### config.mk
export PLATFORM = sky130hd
export DESIGN_NAME = memStage
export DESIGN_NICKNAME = d
export VERILOG_FILES = /design/src/hdl/memPkg.sv /design/src/hdl/memStage.sv
export SDC_FILE = /design/constraint.sdc
export NUM_CORES = 1
export LEC_CHECK = 0
export BUFFER_PORTS_ARGS = -buffer_cell sky130_fd_sc_hd__buf_2
export CAP_MARGIN = 10
export CORE_AREA = 8 8 110 112
export CTS_BUF_LIST = sky130_fd_sc_hd__clkbuf_16
export DETAILED_ROUTE_END_ITERATION = 10
export DIE_AREA = 0 0 118 120
export PLACE_DENSITY = 0.8
export SLEW_MARGIN = 30
export SYNTH_ARGS = -nofsm -noshare
export SYNTH_HDL_FRONTEND = slang
export SYNTH_SLANG_ARGS = --single-unit
### constraint.sdc
create_clock -name clk -period 2.1 [get_ports clk]
set_clock_uncertainty 0.2 [all_clocks]
set_input_delay 0.42 -clock clk [delete_from_list [all_inputs] [get_ports clk]]
set_output_delay 0.42 -clock clk [all_outputs]
set_load 0.01 [all_outputs]
### src/hdl/memPkg.sv
// memPkg: widths, encodings and stage payloads shared by the memory pipeline
package memPkg;

    localparam int addrW     = 32;
    localparam int dataW     = 32;
    localparam int ramWords  = 256;
    localparam int ramAddrW  = $clog2(ramWords);  // word index into the RAM
    localparam int fetchCntW = 16;                // words per fetch burst

    // value written back to the register file
    typedef enum logic [1:0] {
        pcLink  = 2'd0,  // jal/jalr link address
        aluOut  = 2'd1,
        outB    = 2'd2,  // moves from hi/lo/cp0 side
        memLoad = 2'd3
    } wbSelE;

    // access size of a load or store
    typedef enum logic [1:0] {
        byteS = 2'd0,
        halfS = 2'd1,
        wordS = 2'd2
    } loadSizeE;

    // execute to MEM
    typedef struct packed {
        logic                 valid;
        logic [addrW-1:0]     pc;
        logic [dataW-1:0]     aluOut;   // also the data address
        logic [dataW-1:0]     outB;     // store data / move source
        logic [4:0]           dst;
        logic                 regWr;
        wbSelE                wbSel;
        logic                 isLoad;
        logic                 isStore;
        loadSizeE             size;
        logic                 signExt;
    } exMemS;

    // MEM to MEM2, keeps the byte offset for load extraction
    typedef struct packed {
        logic                 valid;
        logic [addrW-1:0]     pc;
        logic [dataW-1:0]     aluOut;
        logic [dataW-1:0]     outB;
        logic [4:0]           dst;
        logic                 regWr;
        wbSelE                wbSel;
        logic                 isLoad;
        logic                 isStore;
        loadSizeE             size;
        logic                 signExt;
        logic [1:0]           offset;
    } memMem2S;

    // MEM2 to WB
    typedef struct packed {
        logic                 valid;
        logic [4:0]           dst;
        logic                 regWr;
        logic [dataW-1:0]     data;
    } mem2WbS;

    // one request on the shared memory bus
    typedef struct packed {
        logic                 req;
        logic                 we;
        logic [addrW-1:0]     addr;    // word aligned
        logic [dataW-1:0]     wdata;
        logic [3:0]           byteEn;
    } busReqS;

endpackage

### src/hdl/memStage.sv
// memStage: aligns loads and stores onto the shared bus and holds the MEM to MEM2 register
module memStage (
    input  logic              clk,
    input  logic              rstN,
    input  memPkg::exMemS     exIn,
    input  logic              grant,
    output memPkg::busReqS    busReq,
    output logic              exStall,
    output memPkg::memMem2S   memOut
);

    logic [1:0]      offset;
    logic            needBus;
    logic [3:0]      laneMask;
    logic            memValid;
    memPkg::memMem2S memNext;
    memPkg::memMem2S memPay;

    assign offset  = exIn.aluOut[1:0];
    assign needBus = exIn.valid & (exIn.isLoad | exIn.isStore);
    assign exStall = needBus & ~grant;  // wait for the bus, execute holds exIn

    // store lanes by size
    always_comb begin
        case (exIn.size)
            memPkg::byteS: laneMask = 4'b0001 << offset;
            memPkg::halfS: laneMask = 4'b0011 << offset;
            default:       laneMask = 4'b1111;
        endcase
    end

    always_comb begin
        busReq.req    = needBus;
        busReq.we     = exIn.isStore;
        busReq.addr   = {exIn.aluOut[memPkg::addrW-1:2], 2'b00};
        busReq.wdata  = exIn.outB << {offset, 3'b000};  // move data into its lanes
        busReq.byteEn = exIn.isStore ? laneMask : 4'b1111;
    end

    always_comb begin
        memNext.valid   = exIn.valid;
        memNext.pc      = exIn.pc;
        memNext.aluOut  = exIn.aluOut;
        memNext.outB    = exIn.outB;
        memNext.dst     = exIn.dst;
        memNext.regWr   = exIn.regWr;
        memNext.wbSel   = exIn.wbSel;
        memNext.isLoad  = exIn.isLoad;
        memNext.isStore = exIn.isStore;
        memNext.size    = exIn.size;
        memNext.signExt = exIn.signExt;
        memNext.offset  = offset;
    end

    // a waiting access sends a bubble on to MEM2
    always_ff @(posedge clk or negedge rstN) begin
        if (!rstN) begin
            memValid <= 1'b0;
        end else begin
            memValid <= exIn.valid & ~exStall;
        end
    end

    always_ff @(posedge clk) begin
        if (!exStall) begin
            memPay <= memNext;
        end
    end

    always_comb begin
        memOut       = memPay;
        memOut.valid = memValid;
    end

    // alignment that execute must guarantee
    halfAligned: assert property (
        @(posedge clk) disable iff (!rstN)
        (exIn.valid && exIn.isStore && exIn.size == memPkg::halfS) |-> !offset[0]
    ) else $error("memStage: unaligned halfword store");

    wordAligned: assert property (
        @(posedge clk) disable iff (!rstN)
        (needBus && exIn.size == memPkg::wordS) |-> (offset == 2'b00)
    ) else $error("memStage: unaligned word access");

endmodule

==> results.md <==
- Area occupied by multi-input gates: 565.5 µm²
- H-Tree Depth: 3
- Most frequent cell after synthesis: edfxtp_1
- Global routing's busiest layer: met2
- Pleak: 2.797 nW
- Vias: 2964
- Cell area power density: between 800 and 900 mW/mm²
- Register area: 0.003298 mm²
- Top post-synthesis cells by count: edfxtp_1, buf_4, mux2i_1, nor2_1
- # DRC: 0
- Initial core utilization: approximately two fifths
- Placed Instances: around 630
- EDFF count, synth: about 110
- Root Buffer: clkbuf_16
- Grt met2 use: between 20 and 30%
- Final nets: 614
- Die area: 0.01416 mm²
- Die Height: 120 µm
- Top-area cell type share of the netlist area: 78.00%
- Worst path cell trace: buf_2 -> buf_4 -> mux2i_1 -> mux2i_1 -> buf_2
- IO buf count: 293
- Final ANT Viol Nets: 0
- Largest net degree at the start of global routing: 62
- I/O Pins: 296
- Tmin final: 1.975 ns
- Vias in the first global route: 3180
- CTS tree: built
- Met1 GRT Util: 17.71%
- Clk sinks: 110
- Period utilisation layout: a little over nine tenths
- Netlist cell types: 20
- Tot Pwr: 5.092 mW
- Synth Cell Area: ~0.0042 mm²
- Clk slew on worst S/H paths: 0.07 ns
- Seq cells post-synth: 110
- Post-Route WL: 12160 µm
- Post-Syn Instances: 228
- Avg Inst Size Synth: between 15 and 20 µm²
- Final design area excluding fillers: 0.005917 mm²
- Final setup viols: 0
- Max cap viols: 0
- CP Capture Type: output pin
- Fmax: roughly 0.51 GHz
- Global-route usage over all layers: between 15 and 20%
- Post-DP Area: 0.005617 mm²
- CP max FO: 12
- Max incr delay on CP: 0.27 ns
- Cts bufs inserted: 9
- Slowest cell on the critical path: mux2i_1
- Vias per cell: around 4.6
- Critical path required time: approximately 1.5 ns
- Clock buffer depth: 2
- Setup TNS Final: 0 ns
- Post-detail-place hpwl: between 9000 and 10000 µm
- Synth Flop Type: edfxtp_1
- Die W: 118 µm
- Post-synthesis sequential area ratio: 78.59%
- Remaining global-route overflow: 0
- Worst hold slack: between 0.05 and 0.06 ns
- Setup Crit Path Kind: in2out
- Final-layout fill cell count: 879
- Met3 usage: 5.824%
- Arrival @ worst endpoint: 1.36 ns
- Startpoint Class: input port
- Area contributors post-synth: edfxtp_1, mux2i_1, buf_4, o2bb2ai_1, and2_1
- Layout Cells excl Fill: 646
- Peak supply drop: slightly above 0.0005 V
- Router iterations before antenna repair: 4
- Ys async rst share: 0.9091%
- Placeable core area: 0.01051 mm²
- First-pass GRT wire length: 18100 µm
- Final Max Tran Viols: 0
- Row count: 38
- Dominant cell type by area after synthesis: edfxtp_1
- Hold crit path type: in2reg
- N_diodes: 0
- Run status: finished, final reports clean
- Syn-to-layout area delta: 41.00%
- RSZ-0062 raised after global routing: no
- Drt initial violations: 180
- Initial antenna violation count: 0
- Layout cells sized above 1: 63.04%
- Fin. Hold Viols: 0
- Syn. warnings: 0
- Post-CTS Resized: 0
- RePlAce Congestion: 0.7821
- DR WL/cell: 18.82 µm
[critical path: cells and delay by family]
family | cells | cell delay (ns)
buffers and inverters | 3 | 0.55
muxes | 2 | 0.38
[worst paths after layout]
kind	from	to	slack, ns	cells after the start
max	exIn[46]	busReq[28]	0.12	5
min	exIn[106]	memOut[108]	0.06	1
max in group asynchronous	rstN	memValid	1.43	2
min in group asynchronous	rstN	memValid	0.19	2
[layout by cell type (no fill, tap or decap)]
master and instances:
inv_1 3, nor2_2 1, or2_4 1, dfrtp_1 1
clkbuf_16 9, nor2_1 11, nand2b_1 1, buf_12 2
and2_1 8, conb_1 2, mux2i_1 32, o2bb2ai_1 8
o211ai_1 1, clkinvlp_4 2, inv_6 1, edfxtp_1 109
buf_2 293, bufinv_16 1, buf_4 9, nor2b_1 2
o21a_1 1, nand2_1 2, clkinv_1 1, o21ai_1 4
dlygate4sd3_1 1
[cell type report]
class	count	area share, %
sequential	110	55.74
clock inverter	7	1.100
timing repair buffer	305	26.77
multi-input combinational	74	9.558
inverter	1	0.06344
tap	140	2.960
clock buffer	9	3.806
[cells by family after synthesis]
| kind of cell | count (synthesis) | synth area share (%) |
|---|---|---|
| simple gates | 26 | 3.101 |
| compound gates | 14 | 2.504 |
| mux | 32 | 7.633 |
| buf+inv | 45 | 8.080 |
| flops | 110 | 78.59 |
| other cells | 1 | 0.08936 |
[metal layers]
metal  part of all wire (%)  vias up
met5                      0        -
met3                    8.4       22
met1                     38     1396
li1                       -     1364
met2                     52      182
met4                    2.3        0
[state kept, by name, indices dropped and copies added (netlist names)]
name / flops
memOut: 109
memValid: 1
[what timing repair did]
item,4_1_cts,5_1_grt
setup buffers,0,0
hold endpoints to repair,1,0
hold buffers,1,0
[power breakdown]
part / total (mW) / switching, mW / internal, mW / leakage (nW)
clock: 1.63 / 0.715 / 0.916 / 0.142
combinational: 0.776 / 0.448 / 0.328 / 1.52
sequential: 2.68 / 0.0462 / 2.64 / 1.13
[metrics by stage]
stage / setup WS, ns / util [%]
floorplan: 0.02157 / -
CTS: 0.1258 / 56.31
finish: 0.1249 / 56.31
global placement: 0.1825 / 53.45
global route: 0.04623 / 56.31
detailed placement: 0.1139 / 53.45
Power figures use the tool's default switching activity.
