==> src/hdl/memPkg.sv <==
// memPkg: widths, encodings and stage payloads shared by the memory pipeline
package memPkg;

    localparam int addrW     = 32;
    localparam int dataW     = 32;
    localparam int ramWords  = 256;
    localparam int ramAddrW  = $clog2(ramWords);  // word index into the RAM
    localparam int fetchCntW = 16;                // words per fetch burst

    // value written back to the register file
    typedef enum logic [1:0] {
        pcLink  = 2'd0,  // jal/jalr link address
        aluOut  = 2'd1,
        outB    = 2'd2,  // moves from hi/lo/cp0 side
        memLoad = 2'd3
    } wbSelE;

    // access size of a load or store
    typedef enum logic [1:0] {
        byteS = 2'd0,
        halfS = 2'd1,
        wordS = 2'd2
    } loadSizeE;

    // execute to MEM
    typedef struct packed {
        logic                 valid;
        logic [addrW-1:0]     pc;
        logic [dataW-1:0]     aluOut;   // also the data address
        logic [dataW-1:0]     outB;     // store data / move source
        logic [4:0]           dst;
        logic                 regWr;
        wbSelE                wbSel;
        logic                 isLoad;
        logic                 isStore;
        loadSizeE             size;
        logic                 signExt;
    } exMemS;

    // MEM to MEM2, keeps the byte offset for load extraction
    typedef struct packed {
        logic                 valid;
        logic [addrW-1:0]     pc;
        logic [dataW-1:0]     aluOut;
        logic [dataW-1:0]     outB;
        logic [4:0]           dst;
        logic                 regWr;
        wbSelE                wbSel;
        logic                 isLoad;
        logic                 isStore;
        loadSizeE             size;
        logic                 signExt;
        logic [1:0]           offset;
    } memMem2S;

    // MEM2 to WB
    typedef struct packed {
        logic                 valid;
        logic [4:0]           dst;
        logic                 regWr;
        logic [dataW-1:0]     data;
    } mem2WbS;

    // one request on the shared memory bus
    typedef struct packed {
        logic                 req;
        logic                 we;
        logic [addrW-1:0]     addr;    // word aligned
        logic [dataW-1:0]     wdata;
        logic [3:0]           byteEn;
    } busReqS;

endpackage

==> src/hdl/busArbiter.sv <==
// busArbiter: round-robin grant of the shared memory bus to the data or fetch port
module busArbiter (
    input  logic            clk,
    input  logic            rstN,
    input  memPkg::busReqS  dataReq,
    input  memPkg::busReqS  fetchReq,
    output logic            dataGrant,
    output logic            fetchGrant,
    output memPkg::busReqS  ramReq
);

    logic fetchLast;  // last winner was the fetch port

    // data port wins when alone, or when fetch had the previous turn
    assign dataGrant  = dataReq.req & (~fetchReq.req | fetchLast);
    assign fetchGrant = fetchReq.req & (~dataReq.req | ~fetchLast);  // fetch alone or its turn

    always_comb begin
        ramReq     = fetchGrant ? fetchReq : dataReq;
        ramReq.req = dataGrant | fetchGrant;
    end

    // reset value gives the data port first pick
    always_ff @(posedge clk or negedge rstN) begin
        if (!rstN) begin
            fetchLast <= 1'b1;
        end else if (dataGrant) begin
            fetchLast <= 1'b0;
        end else if (fetchGrant) begin
            fetchLast <= 1'b1;
        end
    end

    // at most one requester owns the RAM in a cycle
    grantOneHot: assert property (
        @(posedge clk) disable iff (!rstN)
        $onehot0({dataGrant, fetchGrant})
    ) else $error("busArbiter: both grants high");

    // a refused requester keeps its request steady until granted
    dataHeld: assert property (
        @(posedge clk) disable iff (!rstN)
        (dataReq.req && !dataGrant) |=> $stable(dataReq)
    ) else $error("busArbiter: data request changed while waiting");

    fetchHeld: assert property (
        @(posedge clk) disable iff (!rstN)
        (fetchReq.req && !fetchGrant) |=> $stable(fetchReq)
    ) else $error("busArbiter: fetch request changed while waiting");

endmodule

==> config.mk <==
export PLATFORM = sky130hd
export DESIGN_NAME = busArbiter
export DESIGN_NICKNAME = d
export VERILOG_FILES = /design/src/hdl/memPkg.sv /design/src/hdl/busArbiter.sv
export SDC_FILE = /design/constraint.sdc
export NUM_CORES = 1
export LEC_CHECK = 0
export BUFFER_PORTS_ARGS = -buffer_cell sky130_fd_sc_hd__buf_2
export CORE_AREA = 2 2 84 86
export CTS_CLUSTER_DIAMETER = 40
export DETAILED_ROUTE_END_ITERATION = 8
export DIE_AREA = 0 0 86 88
export PLACE_DENSITY_LB_ADDON = 0.2
export SYNTH_ARGS = -nofsm -noshare
export SYNTH_HDL_FRONTEND = slang
export SYNTH_SLANG_ARGS = --single-unit
==> constraint.sdc <==
create_clock -name clk -period 2.1 [get_ports clk]
set_clock_uncertainty 0.15 [all_clocks]
set_input_delay 0.315 -clock clk [delete_from_list [all_inputs] [get_ports clk]]
set_output_delay 0.315 -clock clk [all_outputs]
set_load 0.01 [all_outputs]
==> results of run 1 <==
## metal layers
metal  vias up  global-route usage, %  share of wire, %
met5         -                      0                 0
met4         0                      0                 0
met3         0                 0.8483                12
met2       118                  21.99                57
met1       643                  9.106                31
li1        734                      -                 -
## cell type report
| type | instances | area (um2) | share of cell area [%] |
|---|---|---|---|
| tap | 80 | 100.1 | 4.866 |
| timing repair buffer | 215 | 1106 | 53.77 |
| sequential | 1 | 26.28 | 1.277 |
| multi-input combinational | 74 | 820.8 | 39.90 |
| inverter | 1 | 3.754 | 0.1825 |
## final timing paths
check / start / to / cells past startpoint
worst max-delay path: dataReq[69] / ramReq[62] / 5
worst min-delay path: rstN / fetchLast / 1
worst max register to register: fetchLast / fetchLast / 2
max in group asynchronous: rstN / fetchLast / 1
min in group clk: fetchLast / fetchLast / 2
worst min register to register: fetchLast / fetchLast / 2
## stage by stage
stage                      power, W  instances  setup WS, ns
after global routing      0.0006114        371        0.1660
final                     0.0005679        371        0.2134
after detailed placement  0.0005742        371        0.2058
after global placement    0.0005752        371        0.2097
after CTS                 0.0005764        371        0.2028
after floorplan           0.0003183         83        0.4328
## report_power, final
group	switching (W)	internal, W	leakage, nW
sequential	0.00000379	0.0000247	0.0105
combinational	0.000224	0.000315	1.15
clock	0	0	0
total	0.000228	0.000340	1.16
## cells in the mapped netlist, drive strengths merged
library cell  count
mux2             69
buf               7
a21boi            1
and2              1
dfstp             1
inv               1
o21ai             1
or2               1
or2b              1
## critical path, cell delays in order
cell and delay [ns]:
buf_2 0.13, a21boi_4 0.19, buf_12 0.25, mux2_2 0.37, buf_2 0.14
## cells by family after synthesis
family / after synthesis
multiplexers: 69
buffers and inverters: 8
AND/OR/NAND/NOR: 3
AO/OA/AOI/OAI: 2
flip-flops: 1
==> run metrics, run 1 <==
antenna-violating nets left=0; hold crit path type=in2async; RD Place Congestion=0.7346; Rel. slew slack=a little under nine tenths; Syn Area/Cell=11.11 um2; Site Rows=30; Post-DP HPWL=4031 um; VDD IR max=approximately 91 uV; ANT cells=0; critical path class=in2out; worst slew pin tran=0.2106 ns; Post-CTS Hold Buffers=0; minimum clock period=1.887 ns; Largest regs=fetchLast (1); Largest register FFs=1; MaxCap Viol Count=0; proportion of synthesized area in mux cells=84.26%; Core ar.=0.006644 mm2; vias=1495; Synth Area in Compound Gates=2.578%; power per cell area=between 200 and 300 mW/mm2; status=complete, no violations; via count of the first global-routing pass=roughly 1.4k; Final Util=30.96%; Final Hold Viols=0; most frequent cells in the layout=213 x buf_2, 64 x mux2_2, 5 x mux2_1, 2 x buf_12; synthesized netlist cell count=83; R2R Setup Slk=1.13 ns; flops & latches, synth=1; Synth area leader=mux2_2; crit share post-route=89.84%; Vias per Instance=between 4 and 5; Unique masters post-synth=11; fraction of the mapped netlist area in simple logic gates=2.171%; Tot GR Track Use=9.459%; largest net degree at the start of global routing=41; Post-Syn Area=922.1 um2; # nets final=435; gr ovfl total=0; first-pass GRT wire length=around 6000 um; Area Growth Syn to Fin=123.1%; critical path startpoint category=input port; Final Setup Violations=0; Die W=roughly 86 um; post-synthesis xor/xnor area fraction=0%; Wirelength per Cell=11.86 um; DRC Markers=0; commonest non-fill, non-tap cell in the layout=buf_2; max-slew violation count=0; Clock Latency Late Sink=0 ns; initial antenna violation count=0; CP endpoint kind=output pin; Top reg by flops=fetchLast; Data arrival, critical path=1.42 ns; post-synth top area share=between 70% and 80%; layout cell share with drive strength beyond 1=96.91%; Fillers=between 700 and 800; synthesized net count=225; leakage=1.156 nW; total routed wirelength=4399 um; DR iter-0 viols=2; DP Area=0.002057 mm2; IO buf count=between 200 and 250; drt pass-1 iters=3; Post-CTS Resized=0; die extent in y=88 um; largest family of logic cells by synthesized area=multiplexers; crit path max fanout=40; post-route cell area=just over 0.002 mm2; Initial Util=13.88%; Setup Fix Bufs, Post-CTS=0; max frequency=between 0.5 and 0.6 GHz; I/O pin count=around 210; top area cells in the synthesized netlist=mux2_2 78%, buf_6 6.1%, mux2_1 6.1%; die area=0.007568 mm2; WP data required=approximately 1.6 ns; Synth warnings=0; sequential area share after synthesis=2.849%; Setup TNS=0 ns; Clock transition at path regs=0 ns; hold_ws=0.1011 ns; post-synthesis adder-cell area fraction=0%; RSZ-0062 raised after global routing=false
(Power assumes the default switching activity.)
==> run 2: changes to the inputs <==
--- a/config.mk
+++ b/config.mk
@@ -5,11 +5,12 @@
 export SDC_FILE = /design/constraint.sdc
 export NUM_CORES = 1
 export LEC_CHECK = 0
+export ABC_AREA = 1
 export BUFFER_PORTS_ARGS = -buffer_cell sky130_fd_sc_hd__buf_2
-export CORE_AREA = 2 2 84 86
+export CORE_AREA = 2 2 83 85
 export CTS_CLUSTER_DIAMETER = 40
 export DETAILED_ROUTE_END_ITERATION = 8
-export DIE_AREA = 0 0 86 88
+export DIE_AREA = 0 0 85 87
 export PLACE_DENSITY_LB_ADDON = 0.2
 export SYNTH_ARGS = -nofsm -noshare
 export SYNTH_HDL_FRONTEND = slang
==> run 2 against run 1 <==
Utilization is 1.9 points higher. Synthesized cell count grew to 2.9 times the previous value. Wire length is 24% higher. Combinational power is 5.2% higher. Register-to-register slack worse by 0.29 ns. Global-route usage is 3.4 points higher. Hold slack better by 0.0026 ns. Cell count is 39% higher. Via count is 48% higher. Largest power group unchanged.
==> run metrics, run 2 <==
setup slack at placement=0.3806 ns (+0.1747 ns); Area Growth Syn to Fin=98.28%; max frequency=0.5795 GHz (+9.3%); Wirelength per Cell=10.56 um (-11%); Largest register FFs=1 (unchanged); synthesized net count=380 (+69%); FF/Latch Area=26.28 um2 (unchanged); gr ovfl total=0 (unchanged); commonest non-fill, non-tap cell in the layout=buf_2; Setup TNS=0 ns (unchanged); flops & latches, synth=1 (unchanged); Core ar.=0.006569 mm2 (-1.1%); I/O pin count=214 (unchanged); MaxCap Viol Count=0 (unchanged); Final Util=32.86% (+1.9 points); post-synth top area share=48.28% (-30 points); total routed wirelength=5437 um (+24%); Final Hold Viols=0 (unchanged); Site Rows=30 (unchanged); crit path max fanout=71 (+78%); drt pass-1 iters=4 (+1); Post-CTS Resized=0 (unchanged); Setup Fix Bufs, Post-CTS=0 (unchanged); DP Area=0.002158 mm2 (+4.9%); antenna-violating nets left=0 (unchanged); top area cells in the synthesized netlist=nand2_1 48%, nand3_1 32%, buf_6 7.2%; Rel. slew slack=73.78% (-12 points); die area=0.007395 mm2 (-2.3%); hold crit path type=in2async; RSZ-0062 raised after global routing=false; final worst slack=0.3744 ns (+0.1609 ns); DRC Markers=0 (unchanged); post-route cell area=0.002158 mm2 (+4.9%); area of the multi-input gates=900.9 um2 (+9.8%); met3 Use GR=1.706% (+0.86 points); # nets final=579 (+33%); worst slew pin tran=0.3933 ns (+0.1827 ns); crit share post-route=82.17% (-7.7 points); Synth area leader=nand2_1; Tot GR Track Use=12.89% (+3.4 points); via count of the first global-routing pass=1933 (+34%); Post-CTS Hold Buffers=0 (unchanged); Largest regs=fetchLast (1); layout cell share with drive strength beyond 1=51.03% (-46 points); critical path startpoint category=register; Data arrival, critical path=1.26 ns (-0.16 ns); Initial Util=16.57% (+2.7 points); commonest cells in the netlist=140 x nand2_1, 69 x nand3_1, 15 x buf_2; Top FF cell, synth=dfstp_2; Fillers=778 (+10%); ANT cells=0 (unchanged); Post-synth EDFFs=0 (unchanged); Post-DP HPWL=4248 um (+5.4%); first-pass GRT wire length=8390 um (+39%); vias=2213 (+48%); power per cell area=274.2 mW/mm2 (-0.67%); max-slew violation count=0 (unchanged); Vias per Instance=4.297 (+6.6%); M2 GR Usage=25.50% (+3.5 points); leakage=1.520 nW (+32%); Post-Syn Area=0.001089 mm2 (+18%); dominant cell by count in the synthesized netlist=nand2_1; DR iter-0 viols=79 (+77); most frequent cells in the layout=213 x buf_2, 140 x nand2_1, 69 x nand3_1, 5 x buf_4, 2 x inv_1; CP endpoint kind=output pin; largest net degree at the start of global routing=72 (+76%); Clock Latency Late Sink=0 ns (unchanged); critical path class=reg2out; IO buf count=213 (unchanged); async set-reset flop share out of synthesis=100.0% (unchanged); Synth warnings=0 (unchanged); met1 usage=15.62% (+6.5 points); minimum clock period=1.726 ns (-0.1609 ns); die extent in y=87 um (-1.1%); Top reg by flops=fetchLast; Most Crowded Layer GR=met2; Unique masters post-synth=10 (-1); WP data required=1.63 ns (about the same); Syn Area/Cell=4.574 um2 (-59%); Clock transition at path regs=0 ns (unchanged); VDD IR max=156.3 uV (+72%); RD Place Congestion=0.7207 (-1.9%); sequential area share after synthesis=2.414% (-0.44 points); synthesized netlist cell count=238 (+190%); initial antenna violation count=0 (unchanged); status=complete, no violations; Die W=85 um (-1.2%); Final Setup Violations=0 (unchanged)
run 2: changes by cell type in the layout (fill, tap and decap cells not counted), moves of 5 or more:
cell | before | now
nand2_1 | 0 | 140
nand3_1 | 0 | 69
mux2_2 | 64 | 0
buf_4 | 0 | 5
mux2_1 | 5 | 0
run 2: final cells by class:
cell class              count  area share, %
flip-flops and latches      1          1.217
multi-input cells         213          41.74
repair buffers            219          52.06
well taps                  80          4.638
inverters                   2         0.3478
run 2: metrics by stage:
step	power, W	hold slack (ns)	std cells
floorplan	0.0003292	0.01716	238
global placement	0.0005955	0.1088	515
detailed placement	0.0005980	0.1072	515
CTS	0.0006002	0.1076	515
global route	0.0006643	0.1152	515
finish	0.0005919	0.1037	515
run 2: kinds of logic after synthesis:
family                 count (synthesis)  share of synthesized area, %
AOI/OAI and AO/OA                      1                        0.4593
and+or+nand+nor                      212                         82.30
DFF                                    1                         2.414
buffers and inverters                 24                         14.83
run 2: power breakdown:
group          internal, W  leakage, nW  switching [W]
Combinational     0.000262         1.51       0.000305
Clock                    0            0              0
Sequential       0.0000232       0.0105     0.00000146
run 2: final timing paths:
path / startpoint / end / slack [ns] / cells past startpoint
worst min-delay path: rstN / fetchLast / 0.10 / 1
min in group clk: fetchLast / fetchLast / 0.31 / 2
max in group asynchronous: rstN / fetchLast / 1.68 / 1
worst max-delay path: fetchLast / ramReq[47] / 0.37 / 6
worst min register to register: fetchLast / fetchLast / 0.31 / 2
worst max register to register: fetchLast / fetchLast / 0.84 / 4
run 2: critical path, stage by stage (launching register included):
cell     delay, ns
dfstp_2       0.52
nand2_2       0.08
nand2_4       0.07
buf_12        0.26
nand2_1       0.10
nand2_1       0.07
buf_2         0.13
run 2: metal layers:
metal / part of all wire [%] / vias up
met5: 0 / -
met2: 50 / 114
met4: 0 / 0
li1: - / 1155
met3: 10 / 0
met1: 39 / 944
