## config.mk

```make
export PLATFORM = sky130hd
export DESIGN_NAME = fetchPort
export DESIGN_NICKNAME = d
export VERILOG_FILES = /design/src/hdl/memPkg.sv /design/src/hdl/fetchPort.sv
export SDC_FILE = /design/constraint.sdc
export NUM_CORES = 1
export LEC_CHECK = 0
export BUFFER_PORTS_ARGS = -buffer_cell sky130_fd_sc_hd__buf_2
export CAP_MARGIN = 30
export CORE_ASPECT_RATIO = 0.6
export CORE_MARGIN = 2
export CORE_UTILIZATION = 39
export DETAILED_ROUTE_END_ITERATION = 12
export PLACE_DENSITY = 0.76
export SYNTH_ARGS = -nofsm -noshare
export SYNTH_HDL_FRONTEND = slang
export SYNTH_SLANG_ARGS = --single-unit
export TNS_END_PERCENT = 100
```

## constraint.sdc

```tcl
create_clock -name clk -period 2.1 [get_ports clk]
set_input_delay 0.21 -clock clk [delete_from_list [all_inputs] [get_ports clk]]
set_output_delay 0.21 -clock clk [all_outputs]
set_load 0.01 [all_outputs]
```

## src/hdl/memPkg.sv

```systemverilog
// memPkg: widths, encodings and stage payloads shared by the memory pipeline
package memPkg;

    localparam int addrW     = 32;
    localparam int dataW     = 32;
    localparam int ramWords  = 256;
    localparam int ramAddrW  = $clog2(ramWords);  // word index into the RAM
    localparam int fetchCntW = 16;                // words per fetch burst

    // value written back to the register file
    typedef enum logic [1:0] {
        pcLink  = 2'd0,  // jal/jalr link address
        aluOut  = 2'd1,
        outB    = 2'd2,  // moves from hi/lo/cp0 side
        memLoad = 2'd3
    } wbSelE;

    // access size of a load or store
    typedef enum logic [1:0] {
        byteS = 2'd0,
        halfS = 2'd1,
        wordS = 2'd2
    } loadSizeE;

    // execute to MEM
    typedef struct packed {
        logic                 valid;
        logic [addrW-1:0]     pc;
        logic [dataW-1:0]     aluOut;   // also the data address
        logic [dataW-1:0]     outB;     // store data / move source
        logic [4:0]           dst;
        logic                 regWr;
        wbSelE                wbSel;
        logic                 isLoad;
        logic                 isStore;
        loadSizeE             size;
        logic                 signExt;
    } exMemS;

    // MEM to MEM2, keeps the byte offset for load extraction
    typedef struct packed {
        logic                 valid;
        logic [addrW-1:0]     pc;
        logic [dataW-1:0]     aluOut;
        logic [dataW-1:0]     outB;
        logic [4:0]           dst;
        logic                 regWr;
        wbSelE                wbSel;
        logic                 isLoad;
        logic                 isStore;
        loadSizeE             size;
        logic                 signExt;
        logic [1:0]           offset;
    } memMem2S;

    // MEM2 to WB
    typedef struct packed {
        logic                 valid;
        logic [4:0]           dst;
        logic                 regWr;
        logic [dataW-1:0]     data;
    } mem2WbS;

    // one request on the shared memory bus
    typedef struct packed {
        logic                 req;
        logic                 we;
        logic [addrW-1:0]     addr;    // word aligned
        logic [dataW-1:0]     wdata;
        logic [3:0]           byteEn;
    } busReqS;

endpackage

```

## src/hdl/fetchPort.sv

```systemverilog
// fetchPort: streams consecutive instruction words from a start address over the shared bus
module fetchPort (
    input  logic                         clk,
    input  logic                         rstN,
    input  logic                         fetchStart,
    input  logic [memPkg::addrW-1:0]     fetchAddr,
    input  logic [memPkg::fetchCntW-1:0] fetchCount,
    input  logic                         grant,
    input  logic [memPkg::dataW-1:0]     rdata,
    output memPkg::busReqS               busReq,
    output logic                         instrValid,
    output logic [memPkg::dataW-1:0]     instr,
    output logic                         fetchBusy
);

    logic [memPkg::addrW-1:0]     addrR;
    logic [memPkg::fetchCntW-1:0] remainR;  // words still to request
    logic                         pendR;    // granted word due on rdata

    always_comb begin
        busReq.req    = (remainR != '0);
        busReq.we     = 1'b0;
        busReq.addr   = addrR;
        busReq.wdata  = '0;
        busReq.byteEn = 4'b1111;
    end

    always_ff @(posedge clk or negedge rstN) begin
        if (!rstN) begin
            addrR   <= '0;
            remainR <= '0;
            pendR   <= 1'b0;
        end else begin
            pendR <= grant;
            if (fetchStart) begin
                addrR   <= {fetchAddr[memPkg::addrW-1:2], 2'b00};
                remainR <= fetchCount;
            end else if (grant) begin
                addrR   <= addrR + 'd4;     // next word
                remainR <= remainR - 1'b1;
            end
        end
    end

    assign instrValid = pendR;
    assign instr      = rdata;
    assign fetchBusy  = busReq.req | pendR;  // drops once the last word is out

endmodule

```

==> results.sh, run 1 <==
export IMPL_ff2ff_setup_slack_ps=120
export IMPL_nets=514
export IMPL_grt_pass1_vias=2615
export IMPL_dp_cells=528
export IMPL_gp_congestion=0.809
export IMPL_total_leakage_power_nw=1.57
export IMPL_rr_startpoint="addrR[10]$_DFFE_PN0N_"
export IMPL_powerDensity_nw_per_um2=672
export IMPL_cp_start_kind="flip-flop"
export IMPL_synth_edff_count=0
export IMPL_critPathArrivalTime_ps=2000
export IMPL_htreeDepth=2
export IMPL_worstSetupEndpoint="fetchBusy"
export IMPL_antenna_cells=0
export IMPL_rows=25
export IMPL_antenna_found_initial=0
export IMPL_async_flop_share_pct=100
export IMPL_min_period_ps=2210
export IMPL_drv_cap=0
export IMPL_ir_drop_uv=311
export IMPL_max_clock_freq_mhz=453
export IMPL_numPortBuffers=82
export IMPL_clock_latency_ps=290
export IMPL_ys_ff_latch=47
export IMPL_grt_first_pass_wirelength_um=12400
export IMPL_ant_nets=0
export IMPL_hpwl_um=5630
export IMPL_cts_buffer_depth=2
export IMPL_drtPass1Iterations=4
export IMPL_final_setup_tns_ps=-108
export IMPL_violations="setup timing"
export IMPL_wl_per_cell_um=14.0
export IMPL_drt_iter0_markers=137
export IMPL_synth_cell_type_count=35
export IMPL_coreArea_um2=7850
export IMPL_drt_total_wl_um=7530
export IMPL_place_ws_ps=55.9
export IMPL_cts_tree="done"
export IMPL_finalCritPeriodShare_pct=105
export IMPL_die_area_um2=8860
export IMPL_r2r_end="addrR[30]$_DFFE_PN0N_"
export IMPL_start_util_pct=40.2
export IMPL_maxSlewHeadroom_pct=58.1
export IMPL_path_clk_slew_ps=60
export IMPL_fin_util_pct=46.0
export IMPL_setup_violations=1
export IMPL_grt_max_degree=48
export IMPL_netlist_area_um2=3160
export IMPL_drc=0
export IMPL_synth_ff_type="dfrtp_1"
export IMPL_finalNonFillerCells=537
export IMPL_worst_slack_ps=-108
export IMPL_layout_commonest_cell="buf_2"
export IMPL_avgSynthCellArea_um2=8.60
export IMPL_status="finished with violations"
export IMPL_drv_slew=0
export IMPL_rsz0062_at_grt="yes"
export IMPL_synthCells=367
export IMPL_most_common_layout_cells="81 x buf_2, 46 x dfrtp_1, 39 x conb_1, 37 x nand2_1, 32 x o21ai_0"
export IMPL_setup_worst_path_end_class="output pin"
export IMPL_grtUsageTotal_pct=17.9
export IMPL_hp_class="primary input to async pin"
export IMPL_area_growth_pct=14.3
export IMPL_fp_dieW_um=120
export IMPL_finalClockSkew_ps=7.57
export IMPL_io_pins=188
export IMPL_reg2regPathDepth=5
export IMPL_crit_fanout=3
export IMPL_yosysSeqAreaShare_pct=37.2
export IMPL_tightestPinTransition_ps=628
export IMPL_cts_sinks=47
export IMPL_worstSetupPathType="flip-flop to output pin"
export IMPL_netlist_top_cell_by_area="dfrtp_1"
export IMPL_setup_worst_path_start="remainR[11]$_DFFE_PN0N_"
export IMPL_cts_root_buf="clkbuf_16"
export IMPL_vias_per_cell=4.93
export IMPL_ys_warnings_count=0
export IMPL_synth_top_cell_area_share_pct=37.2
export IMPL_num_vias=2647
export IMPL_grt_ovfl_total=0
export IMPL_synth_top_cells_by_area="dfrtp_1 37%, buf_4 17%, o21ai_0 5.1%"
export IMPL_cp_required_ps=1890
export IMPL_die_h_um=73.7
export IMPL_finalHoldViolCount=0
export IMPL_drive_gt1_share_pct=28.2
export IMPL_cts_buffers=5
==> power breakdown <==
group	internal, W	total (W)	leakage [nW]	switching, W
Combinational	0.000212	0.000492	0.948	0.000280
Sequential	0.000994	0.00110	0.549	0.000102
Clock	0.000507	0.000839	0.0772	0.000332
Total	0.00171	0.00243	1.57	0.000713
==> cell usage after synthesis (all sizes together), types with 3 or more instances <==
| cell | n |
|---|---|
| nor2 | 23 |
| o31ai | 14 |
| or3 | 8 |
| nand4 | 8 |
| and4 | 3 |
| o21ai | 32 |
| dfrtp | 47 |
| xor2 | 10 |
| nor3 | 3 |
| clkbuf | 12 |
| nand3 | 14 |
| nand2 | 37 |
| and3 | 4 |
| buf | 74 |
| a31oi | 20 |
| xnor2 | 14 |
| inv | 6 |
| nor4 | 7 |
| or4 | 15 |
==> per-layer routing <==
layer | routed length (µm) | up-vias | global-route usage [%]
li1 | - | 1317 | -
met1 | 3710 | 1250 | 24.5
met2 | 3270 | 76 | 28.2
met3 | 491 | 4 | 4.97
met4 | 50 | 0 | 4.58
met5 | 0 | - | 0
==> per-stage QoR <==
| step | hold WS [ps] | power, W | cell area (µm²) |
|---|---|---|---|
| after global routing | 84.8 | 0.00258 | 3610 |
| after CTS | 55.5 | 0.00245 | 3570 |
| after global placement | 356 | 0.00157 | 3390 |
| after detailed placement | 362 | 0.00159 | 3390 |
| final | 16.9 | 0.00243 | 3610 |
| after floorplan | -85.6 | 0.00148 | 3300 |
==> how the worst min path moves through the flow <==
stage / startpoint / endpoint / depth (start not counted)
after floorplan: rstN / addrR[10]$_DFFE_PN0N_ / 0
after global placement: rstN / addrR[18]$_DFFE_PN0N_ / 2
after detailed placement: rstN / addrR[18]$_DFFE_PN0N_ / 2
after CTS: rstN / addrR[18]$_DFFE_PN0N_ / 2
after global routing: rstN / addrR[18]$_DFFE_PN0N_ / 2
final: rstN / remainR[14]$_DFFE_PN0N_ / 2
==> state kept, by name (all words and copies together) (netlist names) <==
name        flops
addrR          30
instrValid      1
remainR        16
==> critical path, stage by stage (launching register included) <==
cell	delay, ps
dfrtp_1	390
or3_4	400
or2_4	250
or3_4	330
or2_4	230
buf_6	120
==> layout make-up <==
type                            count  area (µm²)
Clock buffer                        8         156
Inverter                            6        22.5
Timing Repair Buffer              103         587
Sequential cell                    47        1180
Fill cell                         785        4240
Tap cell                          108         135
Multi-Input combinational cell    265        1530
==> repair_timing <==
item,4_1_cts,5_1_grt
setup endpoints to repair,2,13
hold buffers,0,0
pin swaps,2,2
endpoints found under the hold margin,0,0
resized for setup,4,8
buffers inserted,0,1
==> kinds of logic after synthesis <==
logic type               share of synthesized area, %
flip-flops                                       37.2
other                                           0.238
AO/OA/AOI/OAI                                    12.7
multiplexers                                    0.317
AND/OR/NAND/NOR                                  22.4
buffers and inverters                            19.7
adder cells (fa/ha/maj)                         0.792
XOR/XNOR                                         6.66
(Power assumes the default switching activity.)
==> run 2, diff against run 1 <==
--- a/config.mk
+++ b/config.mk
@@ -11,7 +11,7 @@
 export CORE_MARGIN = 2
 export CORE_UTILIZATION = 39
 export DETAILED_ROUTE_END_ITERATION = 12
-export PLACE_DENSITY = 0.76
+export PLACE_DENSITY = 0.72
 export SYNTH_ARGS = -nofsm -noshare
 export SYNTH_HDL_FRONTEND = slang
 export SYNTH_SLANG_ARGS = --single-unit
==> run 2 against run 1 <==
Against the previous run: the run still ends with setup timing left; highest routed layer unchanged; hold slack improved by 100 ps; cell area rose by 2.4%; sequential share of layout area fell by 0.81 points; sequential cell count did not move.
==> results.sh, run 2 (synthesis gave the netlist of run 1 again) <==
export IMPL_status="finished with violations"
export IMPL_violations="setup timing"
export IMPL_setup_violations=1
export IMPL_power_w=0.00265
export IMPL_crit_fanout=3
export IMPL_gp_congestion=0.776
export IMPL_switching_power_w=0.000752
export IMPL_wl_per_cell_um=14.2
export IMPL_cts_root_buf="clkbuf_16"
export IMPL_antenna_cells=0
export IMPL_drc=0
export IMPL_dp_cells=529
export IMPL_cp_required_ps=1890
export IMPL_cts_buffer_depth=2
export IMPL_stdcell_area_um2=3700
export IMPL_cp_start_kind="flip-flop"
export IMPL_grt_max_degree=41
export IMPL_num_vias=2685
export IMPL_worstSetupPathType="flip-flop to output pin"
export IMPL_cts_buffers=5
export IMPL_area_growth_pct=17.1
export IMPL_setup_worst_path_start="remainR[13]$_DFFE_PN0N_"
export IMPL_maxSlewHeadroom_pct=63.4
export IMPL_powerDensity_nw_per_um2=717
export IMPL_die_area_um2=8860
export IMPL_clock_latency_ps=290
export IMPL_hp_class="primary input to flip-flop"
export IMPL_reg2regPathDepth=5
export IMPL_antenna_found_initial=0
export IMPL_drv_cap=0
export IMPL_rsz0062_at_grt="yes"
export IMPL_grt_pass1_vias=2473
export IMPL_drt_iter0_markers=152
export IMPL_rows=25
export IMPL_nets=519
export IMPL_grt_first_pass_wirelength_um=11900
export IMPL_finalCritPeriodShare_pct=104
export IMPL_hold_depth=3
export IMPL_vias_per_cell=4.95
export IMPL_switching_share_pct=28.3
export IMPL_htreeDepth=2
export IMPL_min_period_ps=2190
export IMPL_drv_slew=0
export IMPL_cts_sinks=47
export IMPL_finalNonFillerCells=542
export IMPL_largest_reg_flops=30
export IMPL_p_clk_share_pct=39.5
export IMPL_combPwrFrac_pct=19.2
export IMPL_internal_power_w=0.00190
export IMPL_setup_worst_path_end_class="output pin"
export IMPL_start_util_pct=40.2
export IMPL_placed_area_um2=3410
export IMPL_critPathArrivalTime_ps=1980
export IMPL_cts_tree="done"
export IMPL_drive_gt1_share_pct=28.8
export IMPL_drtPass1Iterations=5
export IMPL_layout_commonest_cell="buf_2"
export IMPL_io_pins=188
export IMPL_coreArea_um2=7850
export IMPL_hold_path_startpoint="fetchCount[5]"
export IMPL_sequentialPowerShare_pct=41.3
export IMPL_grtUsageTotal_pct=17.1
export IMPL_ir_drop_uv=303
export IMPL_finalClockSkew_ps=5.82
export IMPL_total_leakage_power_nw=1.62
export IMPL_finalHoldViolCount=0
export IMPL_die_h_um=73.7
export IMPL_fin_util_pct=47.1
export IMPL_numPortBuffers=82
export IMPL_drt_total_wl_um=7680
export IMPL_hpwl_um=5730
export IMPL_path_clk_slew_ps=70
export IMPL_regMostFlops="addrR"
export IMPL_fp_dieW_um=120
export IMPL_ant_nets=0
export IMPL_max_clock_freq_mhz=456
export IMPL_grt_ovfl_total=0
export IMPL_tightestPinTransition_ps=549
export IMPL_most_common_layout_cells="81 x buf_2, 47 x dfrtp_1, 39 x conb_1, 37 x nand2_1, 32 x o21ai_0"
export IMPL_rr_startpoint="addrR[9]$_DFFE_PN0N_"
export IMPL_worst_slack_ps=-93.3
==> run 2: cell type report <==
type,count,area (µm²)
fillers,792,4150
multi-input cells,265,1530
flip-flops and latches,47,1180
repair buffers,108,639
well taps,108,135
clock buffers,5,125
clock inverters,3,67.6
inverters,6,22.5
==> run 2: path summary, 6_finish.rpt <==
| path | slack [ps] | to |
|---|---|---|
| max | -90 | fetchBusy |
| max reg2reg | 110 | addrR[31]$_DFFE_PN0N_ |
| max in group asynchronous | 1120 | addrR[7]$_DFFE_PN0N_ |
| min reg2reg | 580 | remainR[14]$_DFFE_PN0N_ |
| min | 120 | remainR[5]$_DFFE_PN0N_ |
| min in group asynchronous | 450 | addrR[22]$_DFFE_PN0N_ |
==> run 2: metrics by stage <==
step	TNS [ps]	hold slack, ps	worst slack [ps]
floorplan	0	-85.6	28.8
global placement	0	234	70.4
detailed placement	0	228	60.4
CTS	-91.0	118	-91.0
global route	-132	130	-132
finish	-93.3	120	-93.3
==> run 2: metal layers <==
metal	up-vias	wire length [µm]	GRT usage, %
li1	1329	-	-
met1	1257	3820	24.1
met2	87	3260	25.8
met3	12	523	5.20
met4	0	85	3.79
met5	-	0	0
==> run 2: critical path, stage by stage, from the launching register on <==
cell     delay, ps
dfrtp_1        380
or3_4          390
or2_4          240
or3_4          330
or2_4          230
buf_6          120
==> run 2: timing repair <==
| item | in CTS | in global routing |
|---|---|---|
| pin swaps | 2 | 4 |
| hold buffers | 1 | 0 |
| hold endpoints to repair | 21 | 0 |
| setup endpoints to repair | 2 | 10 |
| buffers inserted | 3 | 1 |
| resized for setup | 6 | 5 |
==> run 2: power by group through the flow <==
| stage | Sequential [W] | Combinational, W | Clock [W] |
|---|---|---|---|
| floorplan | 0.00113 | 0.000352 | 0 |
| global route | 0.00111 | 0.000569 | 0.00109 |
| detailed placement | 0.00111 | 0.000493 | 0 |
| CTS | 0.00109 | 0.000508 | 0.00106 |
| finish | 0.00109 | 0.000509 | 0.00105 |
| global placement | 0.00110 | 0.000482 | 0 |
